### src/hw/frv_front_pkg.sv
// Shared types for the RV32I instruction front end
// Fetch, decode and the stage register import this package

package frv_front_pkg;

    // --------------------------------------------------
    // One micro-op per supported RV32I instruction
    typedef enum logic [4:0] {
        UOP_ADD,            // ALU ops
        UOP_SUB,
        UOP_AND,
        UOP_OR,
        UOP_XOR,
        UOP_SLL,
        UOP_SRL,
        UOP_SRA,
        UOP_SLT,
        UOP_SLTU,
        UOP_LUI,
        UOP_AUIPC,
        UOP_JAL,            // Jumps and branches
        UOP_JALR,
        UOP_BEQ,
        UOP_BNE,
        UOP_BLT,
        UOP_BGE,
        UOP_BLTU,
        UOP_BGEU,
        UOP_LB,             // Loads
        UOP_LH,
        UOP_LW,
        UOP_LBU,
        UOP_LHU,
        UOP_SB,             // Stores
        UOP_SH,
        UOP_SW,
        UOP_NONE            // Trapped instruction
    } frv_uop_e;

    // Functional unit that takes the micro-op
    typedef enum logic [1:0] {
        FU_ALU,
        FU_MEM,
        FU_JMP
    } frv_fu_e;

    // --------------------------------------------------
    // Records passed between stages
    typedef struct packed {
        logic [31:0] pc;    // Address the word came from
        logic [31:0] instr; // Raw instruction word
        logic        error; // Memory fault on this fetch
    } frv_fetch_t;

    typedef struct packed {
        logic [4:0]  rd;    // Zero when not written
        logic [4:0]  rs1;
        logic [4:0]  rs2;   // Zero when not read
        logic [31:0] imm;   // Sign-extended immediate
        logic [31:0] pc;
        frv_uop_e    uop;
        frv_fu_e     fu;
        logic        trap;  // Fetch fault or bad encoding
        logic [31:0] instr;
    } frv_dec_t;

endpackage

### src/hw/frv_decode.sv
`timescale 1ns/1ns
// Combinational RV32I decoder
// Turns one fetched word into the wide decoded record.
// Fetch faults and unsupported encodings come out as traps.

module frv_decode (
    input  frv_front_pkg::frv_fetch_t i_fetch, // Word, pc and fault
    output frv_front_pkg::frv_dec_t   o_dec    // Decoded record
);

    import frv_front_pkg::*;

    // Supported base opcodes
    typedef enum logic [6:0] {
        OPC_LUI    = 7'b0110111,
        OPC_AUIPC  = 7'b0010111,
        OPC_JAL    = 7'b1101111,
        OPC_JALR   = 7'b1100111,
        OPC_BRANCH = 7'b1100011,
        OPC_LOAD   = 7'b0000011,
        OPC_STORE  = 7'b0100011,
        OPC_OP_IMM = 7'b0010011,
        OPC_OP     = 7'b0110011
    } frv_opc_e;

    logic [31:0] instr;
    frv_opc_e    opc;
    logic [2:0]  funct3;
    logic [6:0]  funct7;
    logic [31:0] imm_i;
    logic [31:0] imm_s;
    logic [31:0] imm_b;
    logic [31:0] imm_u;
    logic [31:0] imm_j;
    logic [31:0] shamt;
    logic        alt_ok;   // funct7 is zero or the SUB/SRA pattern

    assign instr  = i_fetch.instr;
    assign opc    = frv_opc_e'(instr[6:0]);
    assign funct3 = instr[14:12];
    assign funct7 = instr[31:25];
    assign alt_ok = (funct7 & 7'b1011111) == 7'd0;

    // Immediate formats
    assign imm_i = {{20{instr[31]}}, instr[31:20]};
    assign imm_s = {{20{instr[31]}}, instr[31:25], instr[11:7]};
    assign imm_b = {{19{instr[31]}}, instr[31], instr[7], instr[30:25], instr[11:8], 1'b0};
    assign imm_u = {instr[31:12], 12'd0};
    assign imm_j = {{11{instr[31]}}, instr[31], instr[19:12], instr[20], instr[30:21], 1'b0};
    assign shamt = {27'd0, instr[24:20]};

    always_comb begin
        frv_uop_e    uop;
        frv_fu_e     fu;
        logic [31:0] imm;
        logic        bad;
        logic        use_rd;
        logic        use_rs1;
        logic        use_rs2;
        logic        trap;

        uop     = UOP_NONE;
        fu      = FU_ALU;
        imm     = 32'd0;
        bad     = 1'b0;
        use_rd  = 1'b1;
        use_rs1 = 1'b1;
        use_rs2 = 1'b0;

        case (opc)
            OPC_LUI: begin
                uop     = UOP_LUI;
                imm     = imm_u;
                use_rs1 = 1'b0;
            end
            OPC_AUIPC: begin
                uop     = UOP_AUIPC;
                imm     = imm_u;
                use_rs1 = 1'b0;
            end
            OPC_JAL: begin
                uop     = UOP_JAL;
                fu      = FU_JMP;
                imm     = imm_j;
                use_rs1 = 1'b0;
            end
            OPC_JALR: begin
                uop = UOP_JALR;
                fu  = FU_JMP;
                imm = imm_i;
                bad = funct3 != 3'b000;
            end
            OPC_BRANCH: begin
                fu      = FU_JMP;
                imm     = imm_b;
                use_rd  = 1'b0;   // Branches write nothing
                use_rs2 = 1'b1;
                case (funct3)
                    3'b000:  uop = UOP_BEQ;
                    3'b001:  uop = UOP_BNE;
                    3'b100:  uop = UOP_BLT;
                    3'b101:  uop = UOP_BGE;
                    3'b110:  uop = UOP_BLTU;
                    3'b111:  uop = UOP_BGEU;
                    default: bad = 1'b1;
                endcase
            end
            OPC_LOAD: begin
                fu  = FU_MEM;
                imm = imm_i;
                case (funct3)
                    3'b000:  uop = UOP_LB;
                    3'b001:  uop = UOP_LH;
                    3'b010:  uop = UOP_LW;
                    3'b100:  uop = UOP_LBU;
                    3'b101:  uop = UOP_LHU;
                    default: bad = 1'b1;
                endcase
            end
            OPC_STORE: begin
                fu      = FU_MEM;
                imm     = imm_s;
                use_rd  = 1'b0;
                use_rs2 = 1'b1;
                case (funct3)
                    3'b000:  uop = UOP_SB;
                    3'b001:  uop = UOP_SH;
                    3'b010:  uop = UOP_SW;
                    default: bad = 1'b1;
                endcase
            end
            OPC_OP_IMM: begin
                imm = imm_i;
                case (funct3)
                    3'b000: uop = UOP_ADD;
                    3'b010: uop = UOP_SLT;
                    3'b011: uop = UOP_SLTU;
                    3'b100: uop = UOP_XOR;
                    3'b110: uop = UOP_OR;
                    3'b111: uop = UOP_AND;
                    3'b001: begin
                        uop = UOP_SLL;
                        imm = shamt;         // Shift amount only
                        bad = funct7 != 7'd0;
                    end
                    default: begin           // SRLI / SRAI
                        uop = funct7[5] ? UOP_SRA : UOP_SRL;
                        imm = shamt;
                        bad = !alt_ok;
                    end
                endcase
            end
            OPC_OP: begin
                use_rs2 = 1'b1;
                // Only ADD/SUB and SRL/SRA take bit 30 of funct7
                bad = (funct3 == 3'b000 || funct3 == 3'b101) ? !alt_ok : funct7 != 7'd0;
                case (funct3)
                    3'b000:  uop = funct7[5] ? UOP_SUB : UOP_ADD;
                    3'b001:  uop = UOP_SLL;
                    3'b010:  uop = UOP_SLT;
                    3'b011:  uop = UOP_SLTU;
                    3'b100:  uop = UOP_XOR;
                    3'b101:  uop = funct7[5] ? UOP_SRA : UOP_SRL;
                    3'b110:  uop = UOP_OR;
                    default: uop = UOP_AND;
                endcase
            end
            default: bad = 1'b1;   // CSR, FENCE, system and the rest
        endcase

        trap = i_fetch.error | bad;
        if (trap) begin            // Trap record carries no operands
            uop     = UOP_NONE;
            fu      = FU_ALU;
            imm     = 32'd0;
            use_rd  = 1'b0;
            use_rs1 = 1'b0;
            use_rs2 = 1'b0;
        end

        o_dec.rd    = use_rd  ? instr[11:7]  : 5'd0;
        o_dec.rs1   = use_rs1 ? instr[19:15] : 5'd0;
        o_dec.rs2   = use_rs2 ? instr[24:20] : 5'd0;
        o_dec.imm   = imm;
        o_dec.pc    = i_fetch.pc;
        o_dec.uop   = uop;
        o_dec.fu    = fu;
        o_dec.trap  = trap;
        o_dec.instr = instr;
    end

endmodule

### src/hw/frv_fetch.sv
`timescale 1ns/1ns
// Fetch stage of the RV32I front end
// Keeps the PC, issues one word read at a time to the instruction memory
// and buffers one response while the stage register is busy.
// A redirect or flush drops the in-flight and buffered words.

module frv_fetch #(
    parameter logic [31:0] PC_RESET_VALUE = 32'h8000_0000
) (
    input  logic                      g_clk,        // Core clock
    input  logic                      i_rst_n,      // Async reset, active low
    input  logic                      i_cf_req,     // Control flow change request
    input  logic [31:0]               i_cf_target,  // New fetch address
    output logic                      o_cf_ack,     // Acked in the same cycle
    input  logic                      i_flush,      // Drop in-flight words
    input  logic                      i_stall,      // Stage register busy
    output logic                      o_imem_cen,   // Read request
    output logic [31:0]               o_imem_addr,  // Word address
    input  logic                      i_imem_stall, // Memory not ready
    input  logic [31:0]               i_imem_rdata, // Response word
    input  logic                      i_imem_error, // Response fault
    output logic                      o_valid,      // Fetched item valid
    output frv_front_pkg::frv_fetch_t o_fetch       // Fetched item
);

    import frv_front_pkg::*;

    logic        run_q;       // Low until first cycle after reset
    logic [31:0] pc_q;        // Address of next request
    logic [31:0] req_pc_q;    // Address of outstanding request
    logic        req_q;       // One request outstanding
    logic        drop_q;      // Outstanding response is stale
    logic        buf_valid_q; // Buffer holds a word
    frv_fetch_t  buf_q;
    frv_fetch_t  resp;        // Response as it arrives

    logic kill;               // Redirect or flush this cycle
    logic resp_valid;         // Live response on the bus
    logic hold;               // Word presented but stage busy
    logic accept;             // Request taken by memory

    // --------------------------------------------------
    // Request side
    assign kill        = i_cf_req | i_flush;
    assign o_cf_ack    = run_q & i_cf_req;
    assign resp_valid  = req_q & ~i_imem_stall & ~drop_q;
    assign hold        = (buf_valid_q | resp_valid) & i_stall;
    assign o_imem_cen  = run_q & ~kill & ~hold;   // Only when buffer frees up
    assign o_imem_addr = pc_q;
    assign accept      = o_imem_cen & ~i_imem_stall;

    // --------------------------------------------------
    // Response side
    assign resp.pc    = req_pc_q;
    assign resp.instr = i_imem_rdata;
    assign resp.error = i_imem_error;

    assign o_valid = (buf_valid_q | resp_valid) & ~kill;
    assign o_fetch = buf_valid_q ? buf_q : resp;  // Buffer is older

    always_ff @(posedge g_clk or negedge i_rst_n) begin
        if (!i_rst_n) begin
            run_q       <= 1'b0;
            pc_q        <= PC_RESET_VALUE;
            req_q       <= 1'b0;
            drop_q      <= 1'b0;
            buf_valid_q <= 1'b0;
        end else begin
            run_q <= 1'b1;
            if (i_cf_req) begin
                pc_q <= {i_cf_target[31:2], 2'b00};  // Word aligned target
            end else if (accept) begin
                pc_q <= pc_q + 32'd4;
            end
            if (accept) begin
                req_q <= 1'b1;
            end else if (!i_imem_stall) begin
                req_q <= 1'b0;                        // Response returned
            end
            if (i_imem_stall) begin
                drop_q <= drop_q | (kill & req_q);    // Kill while still pending
            end else begin
                drop_q <= 1'b0;
            end
            if (kill) begin
                buf_valid_q <= 1'b0;
            end else if (resp_valid && i_stall) begin
                buf_valid_q <= 1'b1;                  // Park the response
            end else if (!i_stall) begin
                buf_valid_q <= 1'b0;                  // Consumed downstream
            end
        end
    end

    always_ff @(posedge g_clk) begin
        if (accept) begin
            req_pc_q <= pc_q;
        end
        if (resp_valid && i_stall) begin
            buf_q <= resp;
        end
    end

    // --------------------------------------------------
    // Memory port checks
    a_addr_aligned: assert property (
        @(posedge g_clk) disable iff (!i_rst_n)
        o_imem_cen |-> (o_imem_addr[1:0] == 2'b00)
    ) else $error("fetch address not word aligned");

    a_addr_held: assert property (
        @(posedge g_clk) disable iff (!i_rst_n)
        (o_imem_cen && i_imem_stall) |=> $stable(o_imem_addr)
    ) else $error("fetch address changed during memory stall");

endmodule

### src/hw/frv_front.sv
`timescale 1ns/1ns
// Top level of the RV32I instruction front end
// Fetch feeds the decoder, whose record enters the output stage register.
// Sets the reset PC and the stage register mode for the submodules.

module frv_front #(
    parameter logic [31:0] PC_RESET_VALUE = 32'h8000_0000,
    parameter bit          PIPE_BUFFERED  = 1'b1
) (
    input  logic                    g_clk,        // Core clock
    input  logic                    i_rst_n,      // Async reset, active low
    input  logic                    i_cf_req,     // Redirect request
    input  logic [31:0]             i_cf_target,  // Redirect address
    output logic                    o_cf_ack,     // Redirect taken
    input  logic                    i_flush,      // Flush front end
    output logic                    o_imem_cen,   // Instruction memory port
    output logic [31:0]             o_imem_addr,
    input  logic                    i_imem_stall,
    input  logic [31:0]             i_imem_rdata,
    input  logic                    i_imem_error,
    output logic                    o_s2_valid,   // Decoded record out
    output frv_front_pkg::frv_dec_t o_s2_dec,
    input  logic                    i_s2_busy     // Next stage stalled
);

    import frv_front_pkg::*;

    logic       fe_valid;   // Fetched word valid
    frv_fetch_t fe_item;
    frv_dec_t   dec;        // Decoder output
    logic       s1_busy;    // Stage register stalls fetch

    // --------------------------------------------------
    // Fetch, decode, stage register
    frv_fetch #(
        .PC_RESET_VALUE (PC_RESET_VALUE)
    ) i_fetch (
        .g_clk        (g_clk),
        .i_rst_n      (i_rst_n),
        .i_cf_req     (i_cf_req),
        .i_cf_target  (i_cf_target),
        .o_cf_ack     (o_cf_ack),
        .i_flush      (i_flush),
        .i_stall      (s1_busy),
        .o_imem_cen   (o_imem_cen),
        .o_imem_addr  (o_imem_addr),
        .i_imem_stall (i_imem_stall),
        .i_imem_rdata (i_imem_rdata),
        .i_imem_error (i_imem_error),
        .o_valid      (fe_valid),
        .o_fetch      (fe_item)
    );

    frv_decode i_decode (
        .i_fetch (fe_item),
        .o_dec   (dec)
    );

    frv_pipe_reg #(
        .PIPE_BUFFERED (PIPE_BUFFERED)
    ) i_pipe_reg (
        .g_clk   (g_clk),
        .i_rst_n (i_rst_n),
        .i_flush (i_flush),
        .i_valid (fe_valid),
        .i_data  (dec),
        .o_busy  (s1_busy),
        .o_valid (o_s2_valid),
        .o_data  (o_s2_dec),
        .i_busy  (i_s2_busy)
    );

endmodule

### src/hw/frv_pipe_reg.sv
`timescale 1ns/1ns
// Stage register between decode and the rest of the core
// Valid/busy handshake. With PIPE_BUFFERED set, busy is registered and
// a skid entry catches the item taken during the turn-around.

module frv_pipe_reg #(
    parameter bit PIPE_BUFFERED = 1'b1
) (
    input  logic                    g_clk,   // Core clock
    input  logic                    i_rst_n, // Async reset, active low
    input  logic                    i_flush, // Clear all entries
    input  logic                    i_valid, // Item from decode
    input  frv_front_pkg::frv_dec_t i_data,
    output logic                    o_busy,  // Stalls fetch
    output logic                    o_valid, // Item for next stage
    output frv_front_pkg::frv_dec_t o_data,
    input  logic                    i_busy   // Next stage stalled
);

    import frv_front_pkg::*;

    logic     valid_q;
    frv_dec_t data_q;
    logic     out_ready;  // Main entry free or draining

    assign out_ready = ~valid_q | ~i_busy;
    assign o_valid   = valid_q;
    assign o_data    = data_q;

    generate
        if (PIPE_BUFFERED) begin : g_skid
            logic     skid_valid_q;
            frv_dec_t skid_q;

            assign o_busy = skid_valid_q;   // Registered busy

            always_ff @(posedge g_clk or negedge i_rst_n) begin
                if (!i_rst_n) begin
                    valid_q      <= 1'b0;
                    skid_valid_q <= 1'b0;
                end else if (i_flush) begin
                    valid_q      <= 1'b0;
                    skid_valid_q <= 1'b0;
                end else if (skid_valid_q) begin
                    if (out_ready) begin    // Skid moves to main
                        valid_q      <= 1'b1;
                        skid_valid_q <= 1'b0;
                    end
                end else if (out_ready) begin
                    valid_q <= i_valid;
                end else if (i_valid) begin
                    skid_valid_q <= 1'b1;   // Caught in the turn-around
                end
            end

            always_ff @(posedge g_clk) begin
                if (skid_valid_q) begin
                    if (out_ready) begin
                        data_q <= skid_q;
                    end
                end else if (out_ready) begin
                    if (i_valid) begin
                        data_q <= i_data;
                    end
                end else if (i_valid) begin
                    skid_q <= i_data;
                end
            end
        end else begin : g_direct
            assign o_busy = valid_q & i_busy;   // Busy passes straight back

            always_ff @(posedge g_clk or negedge i_rst_n) begin
                if (!i_rst_n) begin
                    valid_q <= 1'b0;
                end else if (i_flush) begin
                    valid_q <= 1'b0;
                end else if (out_ready) begin
                    valid_q <= i_valid;
                end
            end

            always_ff @(posedge g_clk) begin
                if (out_ready && i_valid) begin
                    data_q <= i_data;
                end
            end
        end
    endgenerate

    // Output must not move while the next stage stalls
    a_data_held: assert property (
        @(posedge g_clk) disable iff (!i_rst_n)
        (o_valid && i_busy) |=> $stable(o_data)
    ) else $error("stage data changed while next stage busy");

endmodule

### config.mk
export PLATFORM = sky130hd
export DESIGN_NAME = frv_front
export DESIGN_NICKNAME = d
export VERILOG_FILES = /design/src/hw/frv_front_pkg.sv /design/src/hw/frv_decode.sv /design/src/hw/frv_fetch.sv /design/src/hw/frv_front.sv /design/src/hw/frv_pipe_reg.sv
export SDC_FILE = /design/constraint.sdc
export NUM_CORES = 1
export LEC_CHECK = 0
export BUFFER_PORTS_ARGS = -buffer_cell sky130_fd_sc_hd__buf_4
export CORE_MARGIN = 1
export CORE_UTILIZATION = 25
export DETAILED_ROUTE_END_ITERATION = 16
export GPL_TIMING_DRIVEN = 0
export PLACE_DENSITY = 0.43
export SYNTH_ARGS = -nofsm -noshare
export SYNTH_HDL_FRONTEND = slang
export SYNTH_SLANG_ARGS = --single-unit
### constraint.sdc
create_clock -name g_clk -period 15.25 [get_ports g_clk]
set_clock_uncertainty 0.15 [all_clocks]
set_input_delay 0 -clock g_clk [delete_from_list [all_inputs] [get_ports g_clk]]
set_output_delay 0 -clock g_clk [all_outputs]
set_load 0.1 [all_outputs]
==> flow_summary.ini <==
[placed_design]
dp_slack_ns = 10.05
dpl.hpwl_um = 32840
finalWeightedCongestion = 0.8373
dpl_cell_area_mm2 = 0.01836
io_buffers = 217

[floorplanning]
num_rows = 90
start_util_pct = 25.40
dieArea_mm2 = 0.06267
ios = 225
die_h_um = 250.3
die_x_um = 250.3
core_area_mm2 = 0.06070

[grt]
grt_pass1_vias = 10650
grt_max_degree = 36
grt.total_usage_pct = 14.44
use_met3_pct = 3.699
antenna_found_initial = 4
grtUsageMet1_pct = 18.58
grt.busiest_layer = met2
grt_pass1_wl_um = 68170
grt_overflow = 0
gr-usage-met2_pct = 24.19

[power_and_ir_drop]
power.density_mw_per_mm2 = 111.7
ir_drop_mv = 0.07345
leakagePower_nw = 7.215

[worst_hold_path]
hold_path_class = in2reg
holdPathEnd = i_fetch.o_imem_addr[12]
holdPathStages = 3
worstHoldStart = i_cf_target[12]

[sta]
rsz0062_at_grt = no
fin_crit_ns = 5.132
final-setup-viol-count = 0
fmax_mhz = 194.9
maxSlewHeadroom_pct = 17.91
finalCritPeriodShare_pct = 33.65
finalHoldViolations = 0
worstMarginPinSlew_ns = 1.226
drv_slew = 0
setup_ws_ns = 10.12

[setup_path]
cpPeakStageDelay_ns = 0.61
rr_worst_depth = 11
cp_max_fo = 13
r2r_slack_ns = 10.12
r2r-start = i_fetch.buf_valid_q
cp-end-kind = register
path_cells = buf_4 > buf_2 > buf_2 > mux2i_1 > clkinv_1 > ha_1 > a311o_1 > a2111oi_4 > o311ai_1 > buf_2 > o31ai_1
cp.arrival_ns = 5.31
critPathKind = reg2reg
crit_required_ns = 15.43
cp_slowest_cell = mux2i_1
startpoint_type = register
cpMostUsedCell = buf_2
regToRegEndpoint = i_pipe_reg.o_data[101]

[logic_synthesis]
async_reset_ff_share_pct = 9.917
synth_edf_count = 327
synthFlopType = edfxtp_1
synth-seq-area-share_pct = 69.54
synth_area_per_cell_um2 = 14.13
syn_area_mm2 = 0.01542
synth_seq_cells = 363
syn_inst = 1091
yosysWarnings = 0
yosysUniqueCellTypes = 71

[routing]
vias = 10370
ant_nets = 0
drt_iter0_markers = 515
drcViolationCount = 0
drt_pass1_iterations = 5
wl_per_cell_um = 20.06
routed_wl_um = 45530
via_per_inst = 4.569

[cells_and_area]
postLayoutCellArea_mm2 = 0.02050
fill_cells = 6004
syn2layout_area_growth_pct = 32.96
layout-drive-gt1-share_pct = 27.91
final_nets = 1534

[run]
cap_violations = 0

[clock_tree]
numCtsBuffers = 43
insertion_delay_ns = 0.56
cts_resized = 0
cts_tree = yes
cts_sinks = 363
h-tree-depth = 2
cts_buffer_depth = 3
clkTransAtPathRegs_ns = 0.06
post-cts-setup-buffers = 0
root_buffer = clkbuf_16

[run_status]
outcome = completed
-- layout by cell type (no fill, tap or decap), types with 6 or more instances in the layout --
| master | instances |
|---|---|
| buf_12 | 6 |
| buf_6 | 9 |
| a21oi_1 | 38 |
| nand4_1 | 13 |
| dfrtp_1 | 35 |
| o31ai_1 | 50 |
| nand2b_1 | 7 |
| nand3b_1 | 6 |
| nand3_1 | 21 |
| nor4_1 | 10 |
| and2_1 | 7 |
| dlygate4sd3_1 | 81 |
| mux2_2 | 94 |
| nor2_1 | 77 |
| and3_1 | 11 |
| buf_2 | 8 |
| edfxtp_1 | 327 |
| clkbuf_16 | 43 |
| o311ai_0 | 6 |
| ha_1 | 6 |
| nand2_1 | 104 |
| nor3_1 | 15 |
| clkbuf_1 | 52 |
| buf_4 | 224 |
| o211ai_1 | 12 |
| xor2_1 | 7 |
| inv_1 | 43 |
| mux2i_1 | 30 |
| o21ai_0 | 26 |
-- cell usage after synthesis (5+ instances only) --
library cell | instances | area share [%]
or3_1 | 5 | 0.20
mux2i_1 | 30 | 1.9
edfxtp_1 | 327 | 64
o311ai_0 | 6 | 0.34
and3_1 | 11 | 0.45
o21ai_0 | 26 | 0.84
nand3b_1 | 6 | 0.29
o32ai_1 | 5 | 0.28
nand3_1 | 21 | 0.68
buf_2 | 8 | 0.26
mux2_2 | 94 | 6.9
o31ai_1 | 50 | 2.4
nand2_1 | 104 | 2.5
clkbuf_1 | 37 | 0.90
nand4_1 | 13 | 0.53
xor2_1 | 7 | 0.40
nor3_1 | 16 | 0.52
nor2_1 | 77 | 1.9
o211ai_1 | 12 | 0.58
nor4_1 | 10 | 0.41
a21oi_1 | 39 | 1.3
buf_4 | 7 | 0.34
dfrtp_1 | 35 | 5.7
nand2b_1 | 7 | 0.28
and2_1 | 8 | 0.32
ha_1 | 6 | 0.49
inv_1 | 43 | 1.0
buf_1 | 5 | 0.12
-- layout make-up --
type,instances,area (um^2),area share [%]
Antenna cell,1,2.502,0.01221
Buffer,57,251.5,1.227
Clock buffer,59,1136,5.542
Clock inverter,16,172.7,0.8422
Inverter,46,172.7,0.8422
Multi-Input combinational cell,628,4304,20.99
Sequential cell,363,10720,52.30
Tap cell,782,978.4,4.773
Timing Repair Buffer,318,2761,13.47
-- power by group --
part / switching, mW / internal [mW]
clock: 0.407 / 0.573
sequential: 0.0183 / 1.09
combinational: 0.139 / 0.0614
-- through the flow --
step / power, mW / hold WS, ns / instances / setup TNS (ns) / utilization [%]
6_report: 2.290 / 0.04013 / 2270 / 0 / 33.78
5_1_grt: 2.371 / 0.02165 / 2269 / 0 / 33.77
4_1_cts: 2.328 / 0.003229 / 2269 / 0 / 33.77
3_5_place_dp: 1.313 / -0.1311 / 2112 / 0 / 30.25
3_3_place_gp: 1.313 / -0.1343 / 2093 / -259.72 / 29.72
2_1_floorplan: 1.250 / -0.4456 / 1094 / 0 / -
-- cell families (layout without fill, tap and decap cells) --
kind of cell | Yosys count | after routing | share of synthesized area [%]
and+or+nand+nor | 293 | 293 | 8.951
other | 2 | 6 | 0.04871
AOI/OAI and AO/OA | 188 | 188 | 8.691
xor gates and xnor gates | 10 | 10 | 0.5681
DFF | 363 | 363 | 69.54
buffers and inverters | 103 | 496 | 2.743
adders and majority gates | 6 | 6 | 0.4869
muxes | 126 | 126 | 8.975
-- metal layers --
layer,vias up,part of all wire (%),wire (um)
met3,53,6.4,2916
met2,289,48,21820
li1,4901,-,-
met5,-,0.066,30
met4,6,1.5,699
met1,5123,44,20060
-- worst max path at each step --
stage	from	end	slack [ns]	cells past startpoint
2_1_floorplan	i_fetch.buf_valid_q	i_pipe_reg.g_skid.skid_q[0]	4.53	7
3_3_place_gp	i_fetch.buf_valid_q	i_pipe_reg.g_skid.skid_q[117]	-2.24	7
3_5_place_dp	i_fetch.buf_valid_q	i_pipe_reg.o_data[101]	10.05	11
4_1_cts	i_fetch.buf_valid_q	i_pipe_reg.o_data[101]	10.02	11
5_1_grt	i_fetch.buf_valid_q	i_pipe_reg.o_data[101]	9.68	11
6_report	i_fetch.buf_valid_q	i_pipe_reg.o_data[101]	10.12	11
-- critical path: cells and delay by family, from the launching register on --
kind	cells	cell delay, ns
compound gates	4	1.66
buf+inv	5	1.65
mux	1	0.61
flops	1	0.41
fa+ha+maj	1	0.41
-- sequential cells by signal (all words and copies together), names as in the netlist --
signal,cells
i_pipe_reg.o_busy,1
i_fetch.buf_q,63
i_fetch.req_pc_q,30
i_fetch.buf_valid_q,1
i_fetch.o_imem_addr,30
i_fetch.req_q,1
i_fetch.drop_q,1
i_fetch.run_q,1
i_pipe_reg.o_data,117
i_pipe_reg.g_skid.skid_q,117
i_pipe_reg.o_valid,1
-- repair_timing --
action                     CTS  global route
setup endpoints to repair    0             0
hold endpoints to repair   274             0
hold buffers                82             0
Power figures use the tool's default switching activity.
